`src/source/cl_shell_pkg.sv`:
```
// Identity, status and version words of the shell, and the debug counter widths.
// Imported by the top level, the counter modules and the testbench.
package cl_shell_pkg;

  //------------------------------------------------------------
  // identity and status
  //------------------------------------------------------------
  localparam logic [31:0] CL_ID0     = 32'hF000_1D0F;   // device, vendor
  localparam logic [31:0] CL_ID1     = 32'h1D51_FEDC;   // subsystem ids
  localparam logic [31:0] CL_STATUS0 = 32'h0000_0FF0;   // fixed status pattern
  localparam logic [31:0] CL_VERSION = 32'hEEEE_EE00;   // build version word

  //------------------------------------------------------------
  // debug counter
  //------------------------------------------------------------
  localparam int TICK_W = 8;    // tick divider width
  localparam int CNT_W  = 16;   // event counter width

endpackage

```
`src/source/ddr_axi_pkg.sv`:
```
// Widths and address layout shared by the simulator memory port and the DDR port.
// Imported by the bridge, the top level and the testbench.
package ddr_axi_pkg;

  //------------------------------------------------------------
  // simulator side
  //------------------------------------------------------------
  localparam int SIM_DATA_W    = 64;   // one simulator beat
  localparam int SIM_STRB_W    = 8;    // byte strobes for one beat
  localparam int SIM_ADDR_W    = 31;   // beat index, not bytes
  localparam int BEAT_OFFSET_W = 3;    // byte offset inside an 8-byte beat

  //------------------------------------------------------------
  // DDR side
  //------------------------------------------------------------
  localparam int DDR_DATA_W = 512;
  localparam int DDR_STRB_W = 64;
  localparam int DDR_ADDR_W = 64;      // byte address

  // common AXI fields
  localparam int AXI_ID_W   = 16;
  localparam int AXI_LEN_W  = 8;
  localparam int AXI_RESP_W = 2;

  // 64-byte beats on the DDR port
  localparam logic [2:0] DDR_SIZE_CODE = 3'b110;

  // bits above the beat index in the DDR byte address
  localparam int ADDR_PAD_W = DDR_ADDR_W - SIM_ADDR_W - BEAT_OFFSET_W;

  // one DDR address word, seen flat or split into beat and offset
  typedef union packed {
    logic [DDR_ADDR_W-1:0] byte_addr;      // flat view for the DDR port
    struct packed {
      logic [ADDR_PAD_W-1:0]    upper;     // zero padding
      logic [SIM_ADDR_W-1:0]    beat;      // simulator beat index
      logic [BEAT_OFFSET_W-1:0] offset;    // always 0, beats are aligned
    } parts;
  } ddr_addr_u;

endpackage

```
`src/source/axi_reg_slice.sv`:
```
// Two-entry valid/ready buffer placed on each bridge channel.
// Presents the oldest entry; ready comes from a flop so no path crosses the slice.
module axi_reg_slice #(
  parameter int WIDTH = 8
) (
  input  logic             clk_main_a0,
  input  logic             rst_main_n,
  input  logic             in_valid,
  output logic             in_ready,
  input  logic [WIDTH-1:0] in_data,
  output logic             out_valid,
  input  logic             out_ready,
  output logic [WIDTH-1:0] out_data
);

  logic             main_valid;   // head entry present
  logic             skid_valid;   // second entry present
  logic [WIDTH-1:0] main_data;    // head payload
  logic [WIDTH-1:0] skid_data;    // payload caught while head stalls
  logic             push;
  logic             pop;
  logic             head_free;    // head is empty or leaves on this edge

  assign push      = in_valid & in_ready;
  assign pop       = main_valid & out_ready;
  assign head_free = pop | ~main_valid;
  assign out_valid = main_valid;
  assign out_data  = main_data;

  // occupancy and registered ready
  always_ff @(posedge clk_main_a0)
  begin
    if (!rst_main_n)
    begin
      main_valid <= 1'b0;
      skid_valid <= 1'b0;
      in_ready   <= 1'b0;          // held low until the first cycle after reset
    end
    else if (head_free)
    begin
      main_valid <= skid_valid | push;   // skid moves up, or new item enters
      skid_valid <= 1'b0;
      in_ready   <= 1'b1;
    end
    else if (push)
    begin
      skid_valid <= 1'b1;          // head stalled, park item in skid
      in_ready   <= 1'b0;          // both entries taken
    end
  end

  // payload
  always_ff @(posedge clk_main_a0)
  begin
    if (head_free)
      main_data <= skid_valid ? skid_data : in_data;   // oldest first
    if (in_ready)
      skid_data <= in_data;        // only kept when the head stalls
  end

endmodule

```
`src/source/cl_sim_shell.sv`:
```
// Top level of the shell logic: reset synchronizer, identity and status words,
// the simulator to DDR bridge and the debug counter, all on clk_main_a0.
module cl_sim_shell import ddr_axi_pkg::*, cl_shell_pkg::*; (
  input  logic                  clk_main_a0,
  input  logic                  rst_main_n,     // raw reset, synchronized below
  output logic [31:0]           cl_id0,
  output logic [31:0]           cl_id1,
  output logic [31:0]           cl_status0,
  output logic [31:0]           cl_status1,
  // simulator memory port
  input  logic                  sim_aw_valid,
  output logic                  sim_aw_ready,
  input  logic [AXI_ID_W-1:0]   sim_aw_id,
  input  logic [SIM_ADDR_W-1:0] sim_aw_addr,
  input  logic [AXI_LEN_W-1:0]  sim_aw_len,
  input  logic                  sim_w_valid,
  output logic                  sim_w_ready,
  input  logic [SIM_DATA_W-1:0] sim_w_data,
  input  logic [SIM_STRB_W-1:0] sim_w_strb,
  input  logic                  sim_w_last,
  output logic                  sim_b_valid,
  input  logic                  sim_b_ready,
  output logic [AXI_ID_W-1:0]   sim_b_id,
  output logic [AXI_RESP_W-1:0] sim_b_resp,
  input  logic                  sim_ar_valid,
  output logic                  sim_ar_ready,
  input  logic [AXI_ID_W-1:0]   sim_ar_id,
  input  logic [SIM_ADDR_W-1:0] sim_ar_addr,
  input  logic [AXI_LEN_W-1:0]  sim_ar_len,
  output logic                  sim_r_valid,
  input  logic                  sim_r_ready,
  output logic [AXI_ID_W-1:0]   sim_r_id,
  output logic [SIM_DATA_W-1:0] sim_r_data,
  output logic [AXI_RESP_W-1:0] sim_r_resp,
  output logic                  sim_r_last,
  // DDR port
  output logic                  ddr_aw_valid,
  input  logic                  ddr_aw_ready,
  output logic [AXI_ID_W-1:0]   ddr_aw_id,
  output logic [DDR_ADDR_W-1:0] ddr_aw_addr,
  output logic [AXI_LEN_W-1:0]  ddr_aw_len,
  output logic [2:0]            ddr_aw_size,
  output logic                  ddr_w_valid,
  input  logic                  ddr_w_ready,
  output logic [DDR_DATA_W-1:0] ddr_w_data,
  output logic [DDR_STRB_W-1:0] ddr_w_strb,
  output logic                  ddr_w_last,
  input  logic                  ddr_b_valid,
  output logic                  ddr_b_ready,
  input  logic [AXI_ID_W-1:0]   ddr_b_id,
  input  logic [AXI_RESP_W-1:0] ddr_b_resp,
  output logic                  ddr_ar_valid,
  input  logic                  ddr_ar_ready,
  output logic [AXI_ID_W-1:0]   ddr_ar_id,
  output logic [DDR_ADDR_W-1:0] ddr_ar_addr,
  output logic [AXI_LEN_W-1:0]  ddr_ar_len,
  output logic [2:0]            ddr_ar_size,
  input  logic                  ddr_r_valid,
  output logic                  ddr_r_ready,
  input  logic [AXI_ID_W-1:0]   ddr_r_id,
  input  logic [DDR_DATA_W-1:0] ddr_r_data,
  input  logic [AXI_RESP_W-1:0] ddr_r_resp,
  input  logic                  ddr_r_last,
  // debug counter controls and results
  input  logic                  cnt_enable,
  input  logic                  cnt_load,
  input  logic                  cnt_clear,
  input  logic                  cnt_oneshot,
  input  logic [TICK_W-1:0]     tick_value,
  input  logic [CNT_W-1:0]      cnt_load_value,
  input  logic [CNT_W-1:0]      cnt_watermark,
  output logic                  tick,
  output logic [TICK_W-1:0]     tick_cnt,
  output logic [CNT_W-1:0]      cnt,
  output logic                  cnt_ge_watermark
);

  logic rst_meta_n;   // first synchronizer stage
  logic rst_sync_n;   // reset seen by everything below

  //------------------------------------------------------------
  // reset synchronizer, two flops
  //------------------------------------------------------------
  always_ff @(posedge clk_main_a0)
  begin
    if (!rst_main_n)
    begin
      rst_meta_n <= 1'b0;
      rst_sync_n <= 1'b0;
    end
    else
    begin
      rst_meta_n <= 1'b1;
      rst_sync_n <= rst_meta_n;   // released two edges after rst_main_n
    end
  end

  // fixed identity, status and beat size
  assign cl_id0      = CL_ID0;
  assign cl_id1      = CL_ID1;
  assign cl_status0  = CL_STATUS0;
  assign cl_status1  = CL_VERSION;
  assign ddr_aw_size = DDR_SIZE_CODE;   // every DDR beat is 64 bytes
  assign ddr_ar_size = DDR_SIZE_CODE;

  // channel ports share names with the top, only the reset differs
  ddr_axi_bridge u_bridge (
    .rst_main_n (rst_sync_n),
    .*
  );

  dbg_counter u_dbg_counter (
    .clk_main_a0      (clk_main_a0),
    .rst_main_n       (rst_sync_n),
    .cnt_enable       (cnt_enable),
    .cnt_load         (cnt_load),
    .cnt_clear        (cnt_clear),
    .cnt_oneshot      (cnt_oneshot),
    .tick_value       (tick_value),
    .cnt_load_value   (cnt_load_value),
    .cnt_watermark    (cnt_watermark),
    .tick             (tick),
    .tick_cnt         (tick_cnt),
    .cnt              (cnt),
    .cnt_ge_watermark (cnt_ge_watermark)
  );

endmodule

```
`src/source/dbg_counter.sv`:
```
// Debug event counter with load, clear, one-shot saturation and watermark flag.
// Controls pass through one register stage before they act.
module dbg_counter import cl_shell_pkg::*; (
  input  logic              clk_main_a0,
  input  logic              rst_main_n,
  input  logic              cnt_enable,
  input  logic              cnt_load,
  input  logic              cnt_clear,
  input  logic              cnt_oneshot,
  input  logic [TICK_W-1:0] tick_value,
  input  logic [CNT_W-1:0]  cnt_load_value,
  input  logic [CNT_W-1:0]  cnt_watermark,
  output logic              tick,
  output logic [TICK_W-1:0] tick_cnt,
  output logic [CNT_W-1:0]  cnt,
  output logic              cnt_ge_watermark
);

  logic              enable_q;
  logic              load_q;
  logic              clear_q;
  logic              oneshot_q;      // saturate instead of wrapping
  logic [TICK_W-1:0] tick_value_q;
  logic [CNT_W-1:0]  load_value_q;
  logic [CNT_W-1:0]  watermark_q;

  // control register stage
  always_ff @(posedge clk_main_a0)
  begin
    if (!rst_main_n)
    begin
      enable_q     <= 1'b0;
      load_q       <= 1'b0;
      clear_q      <= 1'b0;
      oneshot_q    <= 1'b0;
      tick_value_q <= '0;
      load_value_q <= '0;
      watermark_q  <= '0;
    end
    else
    begin
      enable_q     <= cnt_enable;
      load_q       <= cnt_load;
      clear_q      <= cnt_clear;
      oneshot_q    <= cnt_oneshot;
      tick_value_q <= tick_value;
      load_value_q <= cnt_load_value;
      watermark_q  <= cnt_watermark;
    end
  end

  tick_divider u_tick_divider (
    .clk_main_a0 (clk_main_a0),
    .rst_main_n  (rst_main_n),
    .enable      (enable_q),
    .clear       (clear_q),
    .tick_value  (tick_value_q),
    .tick_cnt    (tick_cnt),
    .tick        (tick)          // already gated by enable
  );

  // event counter, clear wins over load
  always_ff @(posedge clk_main_a0)
  begin
    if (!rst_main_n || clear_q)
      cnt <= '0;
    else if (load_q)
      cnt <= load_value_q;
    else if (tick && !(oneshot_q && (&cnt)))
      cnt <= cnt + 1'b1;         // wraps unless one-shot holds all ones
  end

  assign cnt_ge_watermark = (cnt >= watermark_q);

endmodule

```
`src/source/ddr_axi_bridge.sv`:
```
// Adapts the 64-bit simulator memory port to the 512-bit DDR port.
// Every channel passes through its own axi_reg_slice; AW and AR turn beats into bytes.
module ddr_axi_bridge import ddr_axi_pkg::*; (
  input  logic                  clk_main_a0,
  input  logic                  rst_main_n,
  // simulator side
  input  logic                  sim_aw_valid,
  output logic                  sim_aw_ready,
  input  logic [AXI_ID_W-1:0]   sim_aw_id,
  input  logic [SIM_ADDR_W-1:0] sim_aw_addr,     // beat address
  input  logic [AXI_LEN_W-1:0]  sim_aw_len,
  input  logic                  sim_w_valid,
  output logic                  sim_w_ready,
  input  logic [SIM_DATA_W-1:0] sim_w_data,
  input  logic [SIM_STRB_W-1:0] sim_w_strb,
  input  logic                  sim_w_last,
  output logic                  sim_b_valid,
  input  logic                  sim_b_ready,
  output logic [AXI_ID_W-1:0]   sim_b_id,
  output logic [AXI_RESP_W-1:0] sim_b_resp,
  input  logic                  sim_ar_valid,
  output logic                  sim_ar_ready,
  input  logic [AXI_ID_W-1:0]   sim_ar_id,
  input  logic [SIM_ADDR_W-1:0] sim_ar_addr,     // beat address
  input  logic [AXI_LEN_W-1:0]  sim_ar_len,
  output logic                  sim_r_valid,
  input  logic                  sim_r_ready,
  output logic [AXI_ID_W-1:0]   sim_r_id,
  output logic [SIM_DATA_W-1:0] sim_r_data,
  output logic [AXI_RESP_W-1:0] sim_r_resp,
  output logic                  sim_r_last,
  // DDR side
  output logic                  ddr_aw_valid,
  input  logic                  ddr_aw_ready,
  output logic [AXI_ID_W-1:0]   ddr_aw_id,
  output logic [DDR_ADDR_W-1:0] ddr_aw_addr,     // byte address
  output logic [AXI_LEN_W-1:0]  ddr_aw_len,
  output logic                  ddr_w_valid,
  input  logic                  ddr_w_ready,
  output logic [DDR_DATA_W-1:0] ddr_w_data,
  output logic [DDR_STRB_W-1:0] ddr_w_strb,
  output logic                  ddr_w_last,
  input  logic                  ddr_b_valid,
  output logic                  ddr_b_ready,
  input  logic [AXI_ID_W-1:0]   ddr_b_id,
  input  logic [AXI_RESP_W-1:0] ddr_b_resp,
  output logic                  ddr_ar_valid,
  input  logic                  ddr_ar_ready,
  output logic [AXI_ID_W-1:0]   ddr_ar_id,
  output logic [DDR_ADDR_W-1:0] ddr_ar_addr,     // byte address
  output logic [AXI_LEN_W-1:0]  ddr_ar_len,
  input  logic                  ddr_r_valid,
  output logic                  ddr_r_ready,
  input  logic [AXI_ID_W-1:0]   ddr_r_id,
  input  logic [DDR_DATA_W-1:0] ddr_r_data,
  input  logic [AXI_RESP_W-1:0] ddr_r_resp,
  input  logic                  ddr_r_last
);

  ddr_addr_u             aw_addr;    // write beat placed into a byte address
  ddr_addr_u             ar_addr;    // read beat placed into a byte address
  logic [SIM_DATA_W-1:0] w_data_q;   // narrow write data leaving the slice
  logic [SIM_STRB_W-1:0] w_strb_q;   // narrow strobes leaving the slice

  // beat index lands above the 3 offset bits, so byte address = beat * 8
  always_comb
  begin
    aw_addr.parts.upper  = '0;
    aw_addr.parts.beat   = sim_aw_addr;
    aw_addr.parts.offset = '0;
    ar_addr.parts.upper  = '0;
    ar_addr.parts.beat   = sim_ar_addr;
    ar_addr.parts.offset = '0;
  end

  //------------------------------------------------------------
  // request channels, simulator to DDR
  //------------------------------------------------------------
  axi_reg_slice #(.WIDTH(AXI_ID_W + DDR_ADDR_W + AXI_LEN_W)) u_aw_slice (
    .clk_main_a0 (clk_main_a0),
    .rst_main_n  (rst_main_n),
    .in_valid    (sim_aw_valid),
    .in_ready    (sim_aw_ready),
    .in_data     ({sim_aw_id, aw_addr.byte_addr, sim_aw_len}),
    .out_valid   (ddr_aw_valid),
    .out_ready   (ddr_aw_ready),
    .out_data    ({ddr_aw_id, ddr_aw_addr, ddr_aw_len})
  );

  // data kept narrow in the slice, widened on the way out
  axi_reg_slice #(.WIDTH(SIM_DATA_W + SIM_STRB_W + 1)) u_w_slice (
    .clk_main_a0 (clk_main_a0),
    .rst_main_n  (rst_main_n),
    .in_valid    (sim_w_valid),
    .in_ready    (sim_w_ready),
    .in_data     ({sim_w_data, sim_w_strb, sim_w_last}),
    .out_valid   (ddr_w_valid),
    .out_ready   (ddr_w_ready),
    .out_data    ({w_data_q, w_strb_q, ddr_w_last})
  );

  assign ddr_w_data = {{(DDR_DATA_W - SIM_DATA_W){1'b0}}, w_data_q};   // low lanes only
  assign ddr_w_strb = {{(DDR_STRB_W - SIM_STRB_W){1'b0}}, w_strb_q};

  axi_reg_slice #(.WIDTH(AXI_ID_W + DDR_ADDR_W + AXI_LEN_W)) u_ar_slice (
    .clk_main_a0 (clk_main_a0),
    .rst_main_n  (rst_main_n),
    .in_valid    (sim_ar_valid),
    .in_ready    (sim_ar_ready),
    .in_data     ({sim_ar_id, ar_addr.byte_addr, sim_ar_len}),
    .out_valid   (ddr_ar_valid),
    .out_ready   (ddr_ar_ready),
    .out_data    ({ddr_ar_id, ddr_ar_addr, ddr_ar_len})
  );

  //------------------------------------------------------------
  // response channels, DDR to simulator
  //------------------------------------------------------------
  axi_reg_slice #(.WIDTH(AXI_ID_W + AXI_RESP_W)) u_b_slice (
    .clk_main_a0 (clk_main_a0),
    .rst_main_n  (rst_main_n),
    .in_valid    (ddr_b_valid),
    .in_ready    (ddr_b_ready),
    .in_data     ({ddr_b_id, ddr_b_resp}),
    .out_valid   (sim_b_valid),
    .out_ready   (sim_b_ready),
    .out_data    ({sim_b_id, sim_b_resp})
  );

  // only the low 64 bits of each DDR beat carry simulator data
  axi_reg_slice #(.WIDTH(AXI_ID_W + SIM_DATA_W + AXI_RESP_W + 1)) u_r_slice (
    .clk_main_a0 (clk_main_a0),
    .rst_main_n  (rst_main_n),
    .in_valid    (ddr_r_valid),
    .in_ready    (ddr_r_ready),
    .in_data     ({ddr_r_id, ddr_r_data[SIM_DATA_W-1:0], ddr_r_resp, ddr_r_last}),
    .out_valid   (sim_r_valid),
    .out_ready   (sim_r_ready),
    .out_data    ({sim_r_id, sim_r_data, sim_r_resp, sim_r_last})
  );

endmodule

```
`src/source/tick_divider.sv`:
```
// Cycle counter that marks a tick every tick_value + 1 enabled cycles.
// Drives the event counter inside dbg_counter.
module tick_divider import cl_shell_pkg::*; (
  input  logic              clk_main_a0,
  input  logic              rst_main_n,
  input  logic              enable,
  input  logic              clear,
  input  logic [TICK_W-1:0] tick_value,   // terminal count
  output logic [TICK_W-1:0] tick_cnt,
  output logic              tick
);

  logic at_terminal;   // count reached the programmed value

  assign at_terminal = (tick_cnt >= tick_value);
  assign tick        = enable & at_terminal;

  always_ff @(posedge clk_main_a0)
  begin
    if (!rst_main_n)
      tick_cnt <= '0;
    else if (clear)
      tick_cnt <= '0;
    else if (enable)
      tick_cnt <= at_terminal ? '0 : tick_cnt + 1'b1;   // wrap at terminal
  end

endmodule

```
`config.mk`:
```
export PLATFORM = sky130hd
export DESIGN_NAME = cl_sim_shell
export DESIGN_NICKNAME = d
export VERILOG_FILES = /design/src/source/cl_shell_pkg.sv /design/src/source/ddr_axi_pkg.sv /design/src/source/axi_reg_slice.sv /design/src/source/cl_sim_shell.sv /design/src/source/dbg_counter.sv /design/src/source/ddr_axi_bridge.sv /design/src/source/tick_divider.sv
export SDC_FILE = /design/constraint.sdc
export NUM_CORES = 1
export LEC_CHECK = 0
export ABC_AREA = 1
export BUFFER_PORTS_ARGS = -buffer_cell sky130_fd_sc_hd__buf_4
export CAP_MARGIN = 5
export CORE_AREA = 4 4 695 697
export DETAILED_ROUTE_END_ITERATION = 8
export DIE_AREA = 0 0 699 701
export PLACE_DENSITY = 0.3
export SETUP_SLACK_MARGIN = 0.3
export SYNTH_ARGS = -nofsm -noshare
export SYNTH_HDL_FRONTEND = slang
export SYNTH_SLANG_ARGS = --single-unit
```
`constraint.sdc`:
```
create_clock -name clk_main_a0 -period 3.6 [get_ports clk_main_a0]
set_input_delay 0.18 -clock clk_main_a0 [delete_from_list [all_inputs] [get_ports clk_main_a0]]
set_output_delay 0.18 -clock clk_main_a0 [all_outputs]
set_load 0.01 [all_outputs]
```
==> results of run 1 <==
==> Yosys cell counts <==
cell	number
a211oi_1	1
a21o_1	1
a21oi_1	23
a31oi_1	1
buf_1	12
buf_2	4
buf_4	704
buf_6	1
buf_8	1
clkbuf_1	58
clkinv_1	1
conb_1	2
dfxtp_1	85
edfxtp_1	568
ha_1	26
inv_1	110
nand2_1	986
nand2_2	2
nand3_1	22
nand3_2	1
nand3_4	1
nand3b_1	3
nand4_1	6
nand4_2	1
nor2_1	71
nor2_4	2
nor3_1	6
nor3b_1	2
o211ai_1	1
o21ai_0	22
xnor2_1	4
xor2_1	6
==> worst paths after layout <==
path	to	slack [ps]	cells after the start
max	cnt_ge_watermark	870	9
min	u_bridge.u_ar_slice.skid_data[18]$_DFFE_PP_	110	2
max reg2reg	u_bridge.u_aw_slice.out_data[25]$_DFFE_PP_	1270	4
min reg2reg	rst_sync_n$_SDFF_PN0_	410	2
==> cell type report <==
| class | count | area [µm²] | area share |
|---|---|---|---|
| multi-input cells | 1892 | 7570 | 0.162 |
| inverters | 111 | 423 | 0.00905 |
| diodes | 19 | 47.5 | 0.00102 |
| clock inverters | 46 | 582 | 0.0125 |
| flip-flops and latches | 653 | 18800 | 0.402 |
| clock buffers | 119 | 2470 | 0.0528 |
| well taps | 6400 | 8010 | 0.171 |
| repair buffers | 1053 | 8830 | 0.189 |
==> cell families after synthesis <==
family,after synthesis,synth area share
DFF,653,0.632
AOI/OAI and AO/OA,49,0.00855
and+or+nand+nor,1103,0.143
buffers and inverters,891,0.202
xor gates and xnor gates,10,0.00295
other,2,0.000253
adders and majority gates,26,0.0110
==> through the flow <==
step	instance area (µm²)	worst slack [ps]	std cells	hold WS, ps
after global routing	46700	507	10300	32.3
after global placement	40000	1170	9750	297
after floorplan	32300	963	3436	208
final	46700	866	10300	110
after detailed placement	40000	1160	9750	297
after CTS	46700	567	10300	0.807
==> flip-flops by register name, indices dropped and copies added (netlist names), 8 cells and up <==
register	count
u_dbg_counter.load_value_q	16
u_bridge.u_b_slice.out_data	18
u_bridge.u_r_slice.out_data	83
u_dbg_counter.watermark_q	16
u_bridge.u_b_slice.skid_data	18
u_bridge.u_w_slice.out_data	73
u_bridge.u_ar_slice.out_data	55
u_bridge.u_w_slice.skid_data	73
u_bridge.u_aw_slice.out_data	55
u_dbg_counter.cnt	16
u_dbg_counter.u_tick_divider.tick_cnt	8
u_dbg_counter.tick_value_q	8
u_bridge.u_r_slice.skid_data	83
u_bridge.u_aw_slice.skid_data	55
u_bridge.u_ar_slice.skid_data	55
==> cells in the final DEF, fill, tap and decap left out, types with 13 or more instances in the layout <==
| master | n |
|---|---|
| a21oi_1 | 23 |
| buf_4 | 692 |
| clkbuf_1 | 23 |
| clkbuf_16 | 94 |
| clkinv_1 | 13 |
| conb_1 | 704 |
| dfxtp_1 | 76 |
| diode_2 | 19 |
| dlygate4sd3_1 | 359 |
| edfxtp_1 | 568 |
| ha_1 | 26 |
| inv_1 | 102 |
| nand2_1 | 986 |
| nand3_1 | 22 |
| nor2_1 | 71 |
| o21ai_0 | 21 |
==> repair_timing <==
action                    in CTS  in global routing
hold endpoints to repair     639                  0
gates resized for setup        0                  0
hold buffers                 359                  0
==> per-layer routing <==
| layer | wire [µm] | part of all wire | up-vias |
|---|---|---|---|
| met5 | 107 | 0.00065 | - |
| met3 | 17600 | 0.11 | 234 |
| met1 | 63400 | 0.38 | 9844 |
| li1 | - | - | 9586 |
| met4 | 6720 | 0.041 | 16 |
| met2 | 77000 | 0.47 | 1238 |
==> critical path, cell delays in order, from the launching register on <==
cell     delay, ps
dfxtp_1        370
ha_1           330
nand2_1         90
inv_1           60
nand3_1        150
buf_4          230
nor3_1         220
nand3_1        110
nand3_1         90
buf_4          130
==> power groups by stage <==
| stage | Combinational (mW) | Clock (mW) | Sequential [mW] |
|---|---|---|---|
| after floorplan | 1.12 | 0 | 9.02 |
| after global placement | 1.83 | 0 | 9.01 |
| after detailed placement | 1.83 | 0 | 9.01 |
| after CTS | 2.27 | 9.95 | 8.86 |
| after global routing | 2.40 | 10.2 | 8.88 |
| final | 2.19 | 9.45 | 8.84 |
==> metrics, run 1 <==
Pleak=18.7 nW; Worst-path clk slew=60 ps; Max clock buf depth=4; CTS tree=built; pin count of the biggest net entering global routing=76; worst hold path type=input port to flop; outcome=finished clean; minimum period implied by the final worst setup slack=2730 ps; crit path launch=u_dbg_counter.cnt[15]$_SDFFE_PP0P_; Fin Setup TNS=0 ps; global-route wire length before repair=206000 µm; Skew-Pair Late Insertion Delay=800 ps; Comb power frac=0.107; GP Congestion=0.744; detailed-route wire length per cell=16.0 µm; IO Port Bufs=659; DRC=0; Vias=20900; Net Sw Frac=0.260; Layout area overhead=57.3%; Net Switching=5.33 mW; M3 GR Usage=0.0252; GRT Max-Usage Layer=met2; Vias/cell=2.03; post-layout power=20.5 mW; Crit. End Element=output port; critical path fanouts, max=5; GR Overflow Total=0; reg-to-reg critical path startpoint=u_bridge.u_aw_slice.out_valid$_SDFFE_PN0P_; # rows=254; Num CTS Buffers=92; Post-Route Utilization=0.0979; starting DRC count in detailed routing=1247; Final ANT Viol Nets=0; Syn. warnings=0; Fillers=55000; Final Skew=83.9 ps; Mapped Cells=2734; P_int=15.1 mW; Seq pwr share=0.432; Die Ht=701 µm; dpl hpwl=137000 µm; Clk pwr share=0.461; met1 Use GR=0.0726; sequential-to-total area share from yosys stat=0.632; maxcap violations=0; Worst-Margin Slew=1140 ps; relative slew slack=0.243; final hold viol count=0; Core ar.=0.477 mm²; leading post-synthesis cells by cell area=edfxtp_1, buf_4, nand2_1, dfxtp_1, inv_1; CTS root buffer=clkbuf_16; die area=0.490 mm²; number of different library cells in the post-synthesis netlist=32; I/O pin count=1812; fin. max-slew vios=0; maximum clock frequency=366 MHz; PD cells=438 mW/mm²; Tot GR Track Use=0.0636; period utilization=0.760; RSZ-0062 raised after global routing=no; Synth area leader=edfxtp_1; Post-Syn Area=0.0297 mm²; number of clock sinks=653; postcts setup bufs=0; flops & latches, synth=653; Crit Path Class=flop to output port; Mean Syn Cell Area=10.9 µm²; Final setup viols=0; TritonRoute pass-1 iters=5; worst vdd ir=0.305 mV; Starting Density=0.0623; critical path arrival=2550 ps; nets=4617; Synth top area share=0.574; Post-Route WL=165000 µm; layout cells sized above 1=0.219; Critical Path RT=3420 ps; Die W=699 µm; grt met2 use=0.107; initial antenna violation count=89; CP startpoint kind=flop; number of global-route vias before repair=20400; hold path start=sim_ar_addr[7]; CTS H-tree depth=3
Note: power is estimated with default switching activity, not from simulation.
==> inputs of run 2 (changes only) <==
--- a/config.mk
+++ b/config.mk
@@ -5,12 +5,12 @@
 export SDC_FILE = /design/constraint.sdc
 export NUM_CORES = 1
 export LEC_CHECK = 0
-export ABC_AREA = 1
+export ABC_AREA = 0
 export BUFFER_PORTS_ARGS = -buffer_cell sky130_fd_sc_hd__buf_4
 export CAP_MARGIN = 5
-export CORE_AREA = 4 4 695 697
+export CORE_AREA = 4 4 710 712
 export DETAILED_ROUTE_END_ITERATION = 8
-export DIE_AREA = 0 0 699 701
+export DIE_AREA = 0 0 714 716
 export PLACE_DENSITY = 0.3
 export SETUP_SLACK_MARGIN = 0.3
 export SYNTH_ARGS = -nofsm -noshare
==> constraint.sdc (replaced) <==
create_clock -name clk_main_a0 -period 2.19 [get_ports clk_main_a0]
set_input_delay 0.1095 -clock clk_main_a0 [delete_from_list [all_inputs] [get_ports clk_main_a0]]
set_output_delay 0.1095 -clock clk_main_a0 [all_outputs]
set_load 0.01 [all_outputs]
==> run 2 against run 1 <==
Net effect: the flow now finishes with violations (negative setup slack); hold slack worse by 23 ps; critical path depth is 1 higher; critical endpoint is now tick; final area is 3.8% higher; non-clock buffer count is 145 higher; largest power group unchanged; sequential power is 63% higher; first-iteration DRC count is 51% lower; wire length is 11% lower.
==> metrics, run 2 <==
outcome=finished, violations left (was finished clean); violated checks=negative setup slack; pin count of the biggest net entering global routing=59 (was 76); global-route wire length before repair=184000 µm (was 206000 µm); Post-Route Utilization=0.0976 (was 0.0979); critical path fanouts, max=2 (was 5); period utilization=1.31; # placed instances=9310 (was 9750); CTS tree=built (unchanged); Crit. End Element=output port (unchanged); number of different library cells in the post-synthesis netlist=44 (was 32); Worst-Margin Slew=771 ps (was 1140 ps); Final setup viols=18 (was 0); worst hold path type=input port to flop (unchanged); Final ANT Viol Nets=0 (unchanged); Core ar.=0.497 mm² (was 0.477 mm²); layout cells sized above 1=0.373 (was 0.219); Die Ht=716 µm (was 701 µm); Starting Density=0.0588 (was 0.0623); worst vdd ir=0.592 mV (was 0.305 mV); post-layout power=33.1 mW (was 20.5 mW); most frequent cells in the layout=buf_4, conb_1, edfxtp_1 (was nand2_1, conb_1, buf_4); CP max stage cell=a2111o_1 (was dfxtp_1); Max clock buf depth=4 (unchanged); Pleak=17.4 nW (was 18.7 nW); Skew-Pair Late Insertion Delay=840 ps (was 800 ps); Vias/cell=1.84 (was 2.03); Mean Syn Cell Area=14.9 µm² (was 10.9 µm²); die area=0.511 mm² (was 0.490 mm²); Tot GR Track Use=0.0543 (was 0.0636); maxcap violations=0 (unchanged); number of global-route vias before repair=18200 (was 20400); sequential-to-total area share from yosys stat=0.642 (was 0.632); Final Skew=86.7 ps (was 83.9 ps); nets=4022 (was 4617); I/O pin count=1812 (unchanged); Layout area overhead=65.9% (was 57.3%); TritonRoute pass-1 iters=4 (was 5); DRC=0 (unchanged); CTS root buffer=clkbuf_16 (unchanged); fin. max-slew vios=0 (unchanged); leading post-synthesis cells by cell area=edfxtp_1, buf_4, mux2_2, dfxtp_1, ha_1 (was edfxtp_1, buf_4, nand2_1, dfxtp_1, inv_1); Synth area leader=edfxtp_1 (unchanged); Num CTS Buffers=95 (was 92); Synth Flop Type=edfxtp_1 (unchanged); crit-path cells=inv_2, ha_4, nand2b_4, a2111o_1, a32oi_4, buf_12, inv_8, buf_12, buf_6, buf_6 (was ha_1, nand2_1, inv_1, nand3_1, buf_4, nor3_1, nand3_1, nand3_1, buf_4); non-filler instance count after layout=9976 (was 10300); top-count cell post-synth=buf_4 (was nand2_1); critical path arrival=2760 ps (was 2550 ps); Post-Syn Area=0.0292 mm² (was 0.0297 mm²); CP startpoint kind=flop (unchanged); starting DRC count in detailed routing=609 (was 1247); number of clock sinks=653 (unchanged); PD cells=683 mW/mm² (was 438 mW/mm²); IO Port Bufs=659 (unchanged); relative slew slack=0.486 (was 0.243); RSZ-0062 raised after global routing=yes (was no); flops & latches, synth=653 (unchanged); Post-Route WL=147000 µm (was 165000 µm); commonest non-fill, non-tap cell in the layout=buf_4 (was nand2_1); Post-synth top cells=buf_4, edfxtp_1, mux2_2, dfxtp_1, and2_1 (was nand2_1, buf_4, edfxtp_1, inv_1, dfxtp_1); Vias=18400 (was 20900); FF-to-FF setup slack=-280 ps (was 1270 ps); Crit Path Class=flop to output port (unchanged); final hold viol count=0 (unchanged); slowest stage delay, CP=440 ps (was 370 ps); initial antenna violation count=146 (was 89); detailed-route wire length per cell=14.8 µm (was 16.0 µm); min setup slack post-route=-680 ps (was 866 ps); EDFF count, synth=568 (unchanged); # rows=259 (was 254); dpl hpwl=121000 µm (was 137000 µm); Fillers=57000 (was 55000); Syn. warnings=0 (unchanged); GR Overflow Total=0 (unchanged); Mapped Cells=1959 (was 2734); Critical Path RT=2080 ps (was 3420 ps); minimum period implied by the final worst setup slack=2870 ps; Synth top area share=0.584 (was 0.574); ys async rst share=0 (unchanged); CTS H-tree depth=3 (unchanged); Die W=714 µm (was 699 µm); maximum clock frequency=348 MHz; Worst-path clk slew=70 ps (was 60 ps); GP Congestion=0.713 (was 0.744)
run 2: per-layer routing:
layer	wire length, µm	GRT usage	vias up
met5	338	0	-
met4	3570	0.0131	50
met3	15500	0.0231	261
met2	68300	0.0891	1139
met1	59600	0.0652	8822
li1	-	-	8131
run 2: metrics by stage:
stage	setup TNS (ps)	setup slack [ps]	hold slack (ps)	instance area (µm²)
2_1_floorplan	0	77.4	137	31900
3_3_place_gp	-7870	-453	232	40600
3_5_place_dp	-4880	-293	238	40600
4_1_cts	-6950	-869	0.272	48300
5_1_grt	-7430	-820	33.5	48400
6_report	-4110	-680	87.1	48500
run 2: worst max-delay path, delay by kind of cell, from the launching register on:
family	cells	cell delay [ps]
adder cells (fa/ha/maj)	1	180
flip-flops	1	350
AO/OA/AOI/OAI	2	740
AND/OR/NAND/NOR	1	120
buffers and inverters	6	610
run 2: worst paths after layout:
check / startpoint / depth (start not counted) / to
max: u_dbg_counter.u_tick_divider.tick_cnt[0]$_SDFFE_PP0P_ / 10 / tick
max reg2reg: u_dbg_counter.u_tick_divider.tick_cnt[0]$_SDFFE_PP0P_ / 11 / u_dbg_counter.cnt[14]$_SDFFE_PP0P_
min reg2reg: rst_meta_n$_DFF_P_ / 1 / rst_sync_n$_SDFF_PN0_
min: ddr_r_id[10] / 2 / u_bridge.u_r_slice.skid_data[77]$_DFFE_PP_
run 2: kinds of logic after synthesis:
group           Yosys count  share of synthesized area
compound gates           67                     0.0153
simple gates            131                     0.0257
other cells               2                   0.000257
flops                   653                      0.642
xor+xnor                 18                    0.00539
buf+inv                 775                      0.190
fa+ha+maj                26                     0.0111
mux                     287                      0.110
run 2: cell type report:
type	count	area, µm²	area share
clock inverter	49	485	0.0100
tap	6655	8330	0.172
timing repair buffer	1198	10400	0.215
multi-input combinational	1233	7770	0.160
inverter	27	111	0.00230
clock buffer	115	2470	0.0510
sequential	653	18800	0.388
antenna	46	115	0.00237
run 2: power by group:
group          internal (mW)  switching, mW  leakage [nW]  total (mW)
logic                   1.63           2.02          9.60        3.65
clock network           9.03           6.10          1.43        15.1
registers               14.2          0.218          6.37        14.4
run 2: repair_timing:
action,4_1_cts,5_1_grt
pin swaps,16,6
endpoints found under the setup margin,31,26
endpoints found under the hold margin,672,0
hold buffers,444,0
setup buffers,11,1
gates resized for setup,45,6
==> inputs of run 3 (changes only) <==
--- a/config.mk
+++ b/config.mk
@@ -9,6 +9,7 @@
 export BUFFER_PORTS_ARGS = -buffer_cell sky130_fd_sc_hd__buf_4
 export CAP_MARGIN = 5
 export CORE_AREA = 4 4 710 712
+export CTS_BUF_LIST = sky130_fd_sc_hd__clkbuf_16
 export DETAILED_ROUTE_END_ITERATION = 8
 export DIE_AREA = 0 0 714 716
 export PLACE_DENSITY = 0.3
==> run 3 against run 2 <==
Net effect: the run still ends with negative setup slack left; clock skew grew 2.4 ps; combinational power is essentially flat; sequential power is essentially flat; final area is essentially flat; first-iteration DRC count grew 5.3%; global-route usage is the same; sequential cell count is the same; via count shrank 0.40%; utilization is essentially flat; register-to-register slack is essentially flat; final cell count is essentially flat; critical endpoint unchanged.
==> metrics, run 3 (synthesis gave the netlist of run 2 again) <==
min setup slack post-route=-681 ps (was -680 ps); nets=4022 (unchanged); critical path's top delay family=compound AO/OA/AOI/OAI gates (unchanged); CTS root buffer=clkbuf_16 (unchanged); RR Endpoint=u_dbg_counter.cnt[14]$_SDFFE_PP0P_ (unchanged); DRC=0 (unchanged); period utilization=1.31 (about the same); relative slew slack=0.487 (was 0.486); RSZ-0062 raised after global routing=yes (unchanged); grt met2 use=0.0891 (unchanged); global-route wire length before repair=184000 µm (about the same); Tot GR Track Use=0.0543 (unchanged); IO Port Bufs=659 (unchanged); TritonRoute pass-1 iters=4 (unchanged); GR Overflow Total=0 (unchanged); die area=0.511 mm² (unchanged); PD cells=682 mW/mm² (was 683 mW/mm²); Buf/Inv on CP=6 (unchanged); Core ar.=0.497 mm² (unchanged); layout cells sized above 1=0.373 (unchanged); Final Skew=89.2 ps (was 86.7 ps); critical path arrival=2760 ps (about the same); slowest stage delay, CP=440 ps (about the same); maxcap violations=0 (unchanged); Final setup viols=18 (unchanged); Fin Setup TNS=-4080 ps (was -4110 ps); Crit. End Element=output port (unchanged); minimum period implied by the final worst setup slack=2870 ps (about the same); fin. max-slew vios=0 (unchanged); Skew-Pair Late Insertion Delay=840 ps (about the same); most frequent cells in the layout=buf_4, conb_1, edfxtp_1 (unchanged); FF-to-FF setup slack=-280 ps (about the same); CTS tree=built (unchanged); met1 Use GR=0.0652 (unchanged); Max clock buf depth=4 (unchanged); number of global-route vias before repair=18200 (about the same); number of clock sinks=653 (unchanged); Pleak=17.5 nW (was 17.4 nW); pin count of the biggest net entering global routing=59 (unchanged); GRT Max-Usage Layer=met2 (unchanged); starting DRC count in detailed routing=641 (was 609); Final ANT Viol Nets=0 (unchanged); Post-Route Utilization=0.0976 (about the same); crit-path cells=inv_2, ha_4, nand2b_4, a2111o_1, a32oi_4, buf_12, inv_8, buf_12, buf_6, buf_6 (unchanged); worst hold path type=input port to flop (unchanged); Critical Path Stages=10 (unchanged); hold_ws=88.3 ps (was 87.1 ps); Worst-Margin Slew=770 ps (was 771 ps); Register-to-Register Path Depth=11 (unchanged); Critical Path RT=2080 ps (about the same); critical path endpoint=tick (unchanged); Final Cell Area=0.0485 mm² (about the same); detailed-route wire length per cell=14.8 µm (about the same); outcome=finished, violations left (unchanged); Worst-path clk slew=70 ps (about the same); M3 GR Usage=0.0231 (unchanged); Post-Route WL=147000 µm (about the same); CTS H-tree depth=3 (unchanged); violated checks=negative setup slack (unchanged); Starting Density=0.0588 (unchanged); CP max stage cell=a2111o_1 (unchanged); post-layout power=33.1 mW (about the same); Die W=714 µm (unchanged); final hold viol count=0 (unchanged); CP startpoint kind=flop (unchanged); critical path fanouts, max=2 (unchanged); Fillers=57000 (about the same); dpl hpwl=121000 µm (unchanged); maximum clock frequency=348 MHz (about the same); Layout area overhead=65.9% (about the same); crit path launch=u_dbg_counter.u_tick_divider.tick_cnt[0]$_SDFFE_PP0P_ (unchanged); GP Congestion=0.713 (unchanged); commonest non-fill, non-tap cell in the layout=buf_4 (unchanged); Die Ht=716 µm (unchanged); Multi-input gate area=0.00777 mm² (unchanged); initial antenna violation count=146 (unchanged); DP Area=0.0406 mm² (unchanged); reg-to-reg critical path startpoint=u_dbg_counter.u_tick_divider.tick_cnt[0]$_SDFFE_PP0P_ (unchanged); Crit Path Class=flop to output port (unchanged); # rows=259 (unchanged); Num CTS Buffers=95 (unchanged); worst vdd ir=0.595 mV (was 0.592 mV); FF/Latch Area=0.0188 mm² (unchanged); I/O pin count=1812 (unchanged); Vias=18300 (was 18400); Vias/cell=1.84 (about the same)
-- run 3: cell count changes in the layout (fill, tap and decap cells not counted), sizes merged --
cell	change
diode	-2
clkbuf	-19
inv	+19
-- run 3: stage by stage --
step,setup WS [ps],instances
3_3_place_gp,-453,9310
2_1_floorplan,77.4,2661
3_5_place_dp,-293,9310
6_report,-681,9974
4_1_cts,-869,9929
5_1_grt,-820,9946
-- run 3: metal layers --
layer	vias up	wire length [µm]
met2	1119	68400
met4	52	3540
met1	8769	59600
met3	257	15400
li1	8132	-
met5	-	347
-- run 3: layout make-up --
| cell class | instances | area share |
|---|---|---|
| Antenna cell | 44 | 0.00227 |
| Clock buffer | 96 | 0.0495 |
| Clock inverter | 68 | 0.0115 |
| Inverter | 27 | 0.00230 |
| Multi-Input combinational cell | 1233 | 0.160 |
| Sequential cell | 653 | 0.388 |
| Tap cell | 6655 | 0.172 |
| Timing Repair Buffer | 1198 | 0.215 |
-- run 3: timing repair --
| item | in CTS | in global routing |
|---|---|---|
| hold endpoints to repair | 672 | 0 |
| gates resized for setup | 45 | 6 |
| endpoints found under the setup margin | 31 | 26 |
| setup buffers | 11 | 1 |
| pin swaps | 16 | 6 |
| hold buffers | 444 | 0 |
-- run 3: power by group --
part | internal (mW) | switching [mW]
clock network | 8.94 | 6.11
logic | 1.63 | 2.01
registers | 14.2 | 0.218
-- run 3: worst min path at each step --
stage | start | to | slack [ps] | cells after the start
final | ddr_r_id[10] | u_bridge.u_r_slice.skid_data[77]$_DFFE_PP_ | 90 | 2
after global routing | sim_ar_addr[21] | u_bridge.u_ar_slice.skid_data[32]$_DFFE_PP_ | 30 | 2
after CTS | sim_ar_id[4] | u_bridge.u_ar_slice.skid_data[76]$_DFFE_PP_ | 0.3 | 2
after detailed placement | rst_main_n | rst_meta_n$_DFF_P_ | 240 | 1
after global placement | rst_main_n | rst_meta_n$_DFF_P_ | 230 | 1
after floorplan | rst_main_n | rst_meta_n$_DFF_P_ | 140 | 0
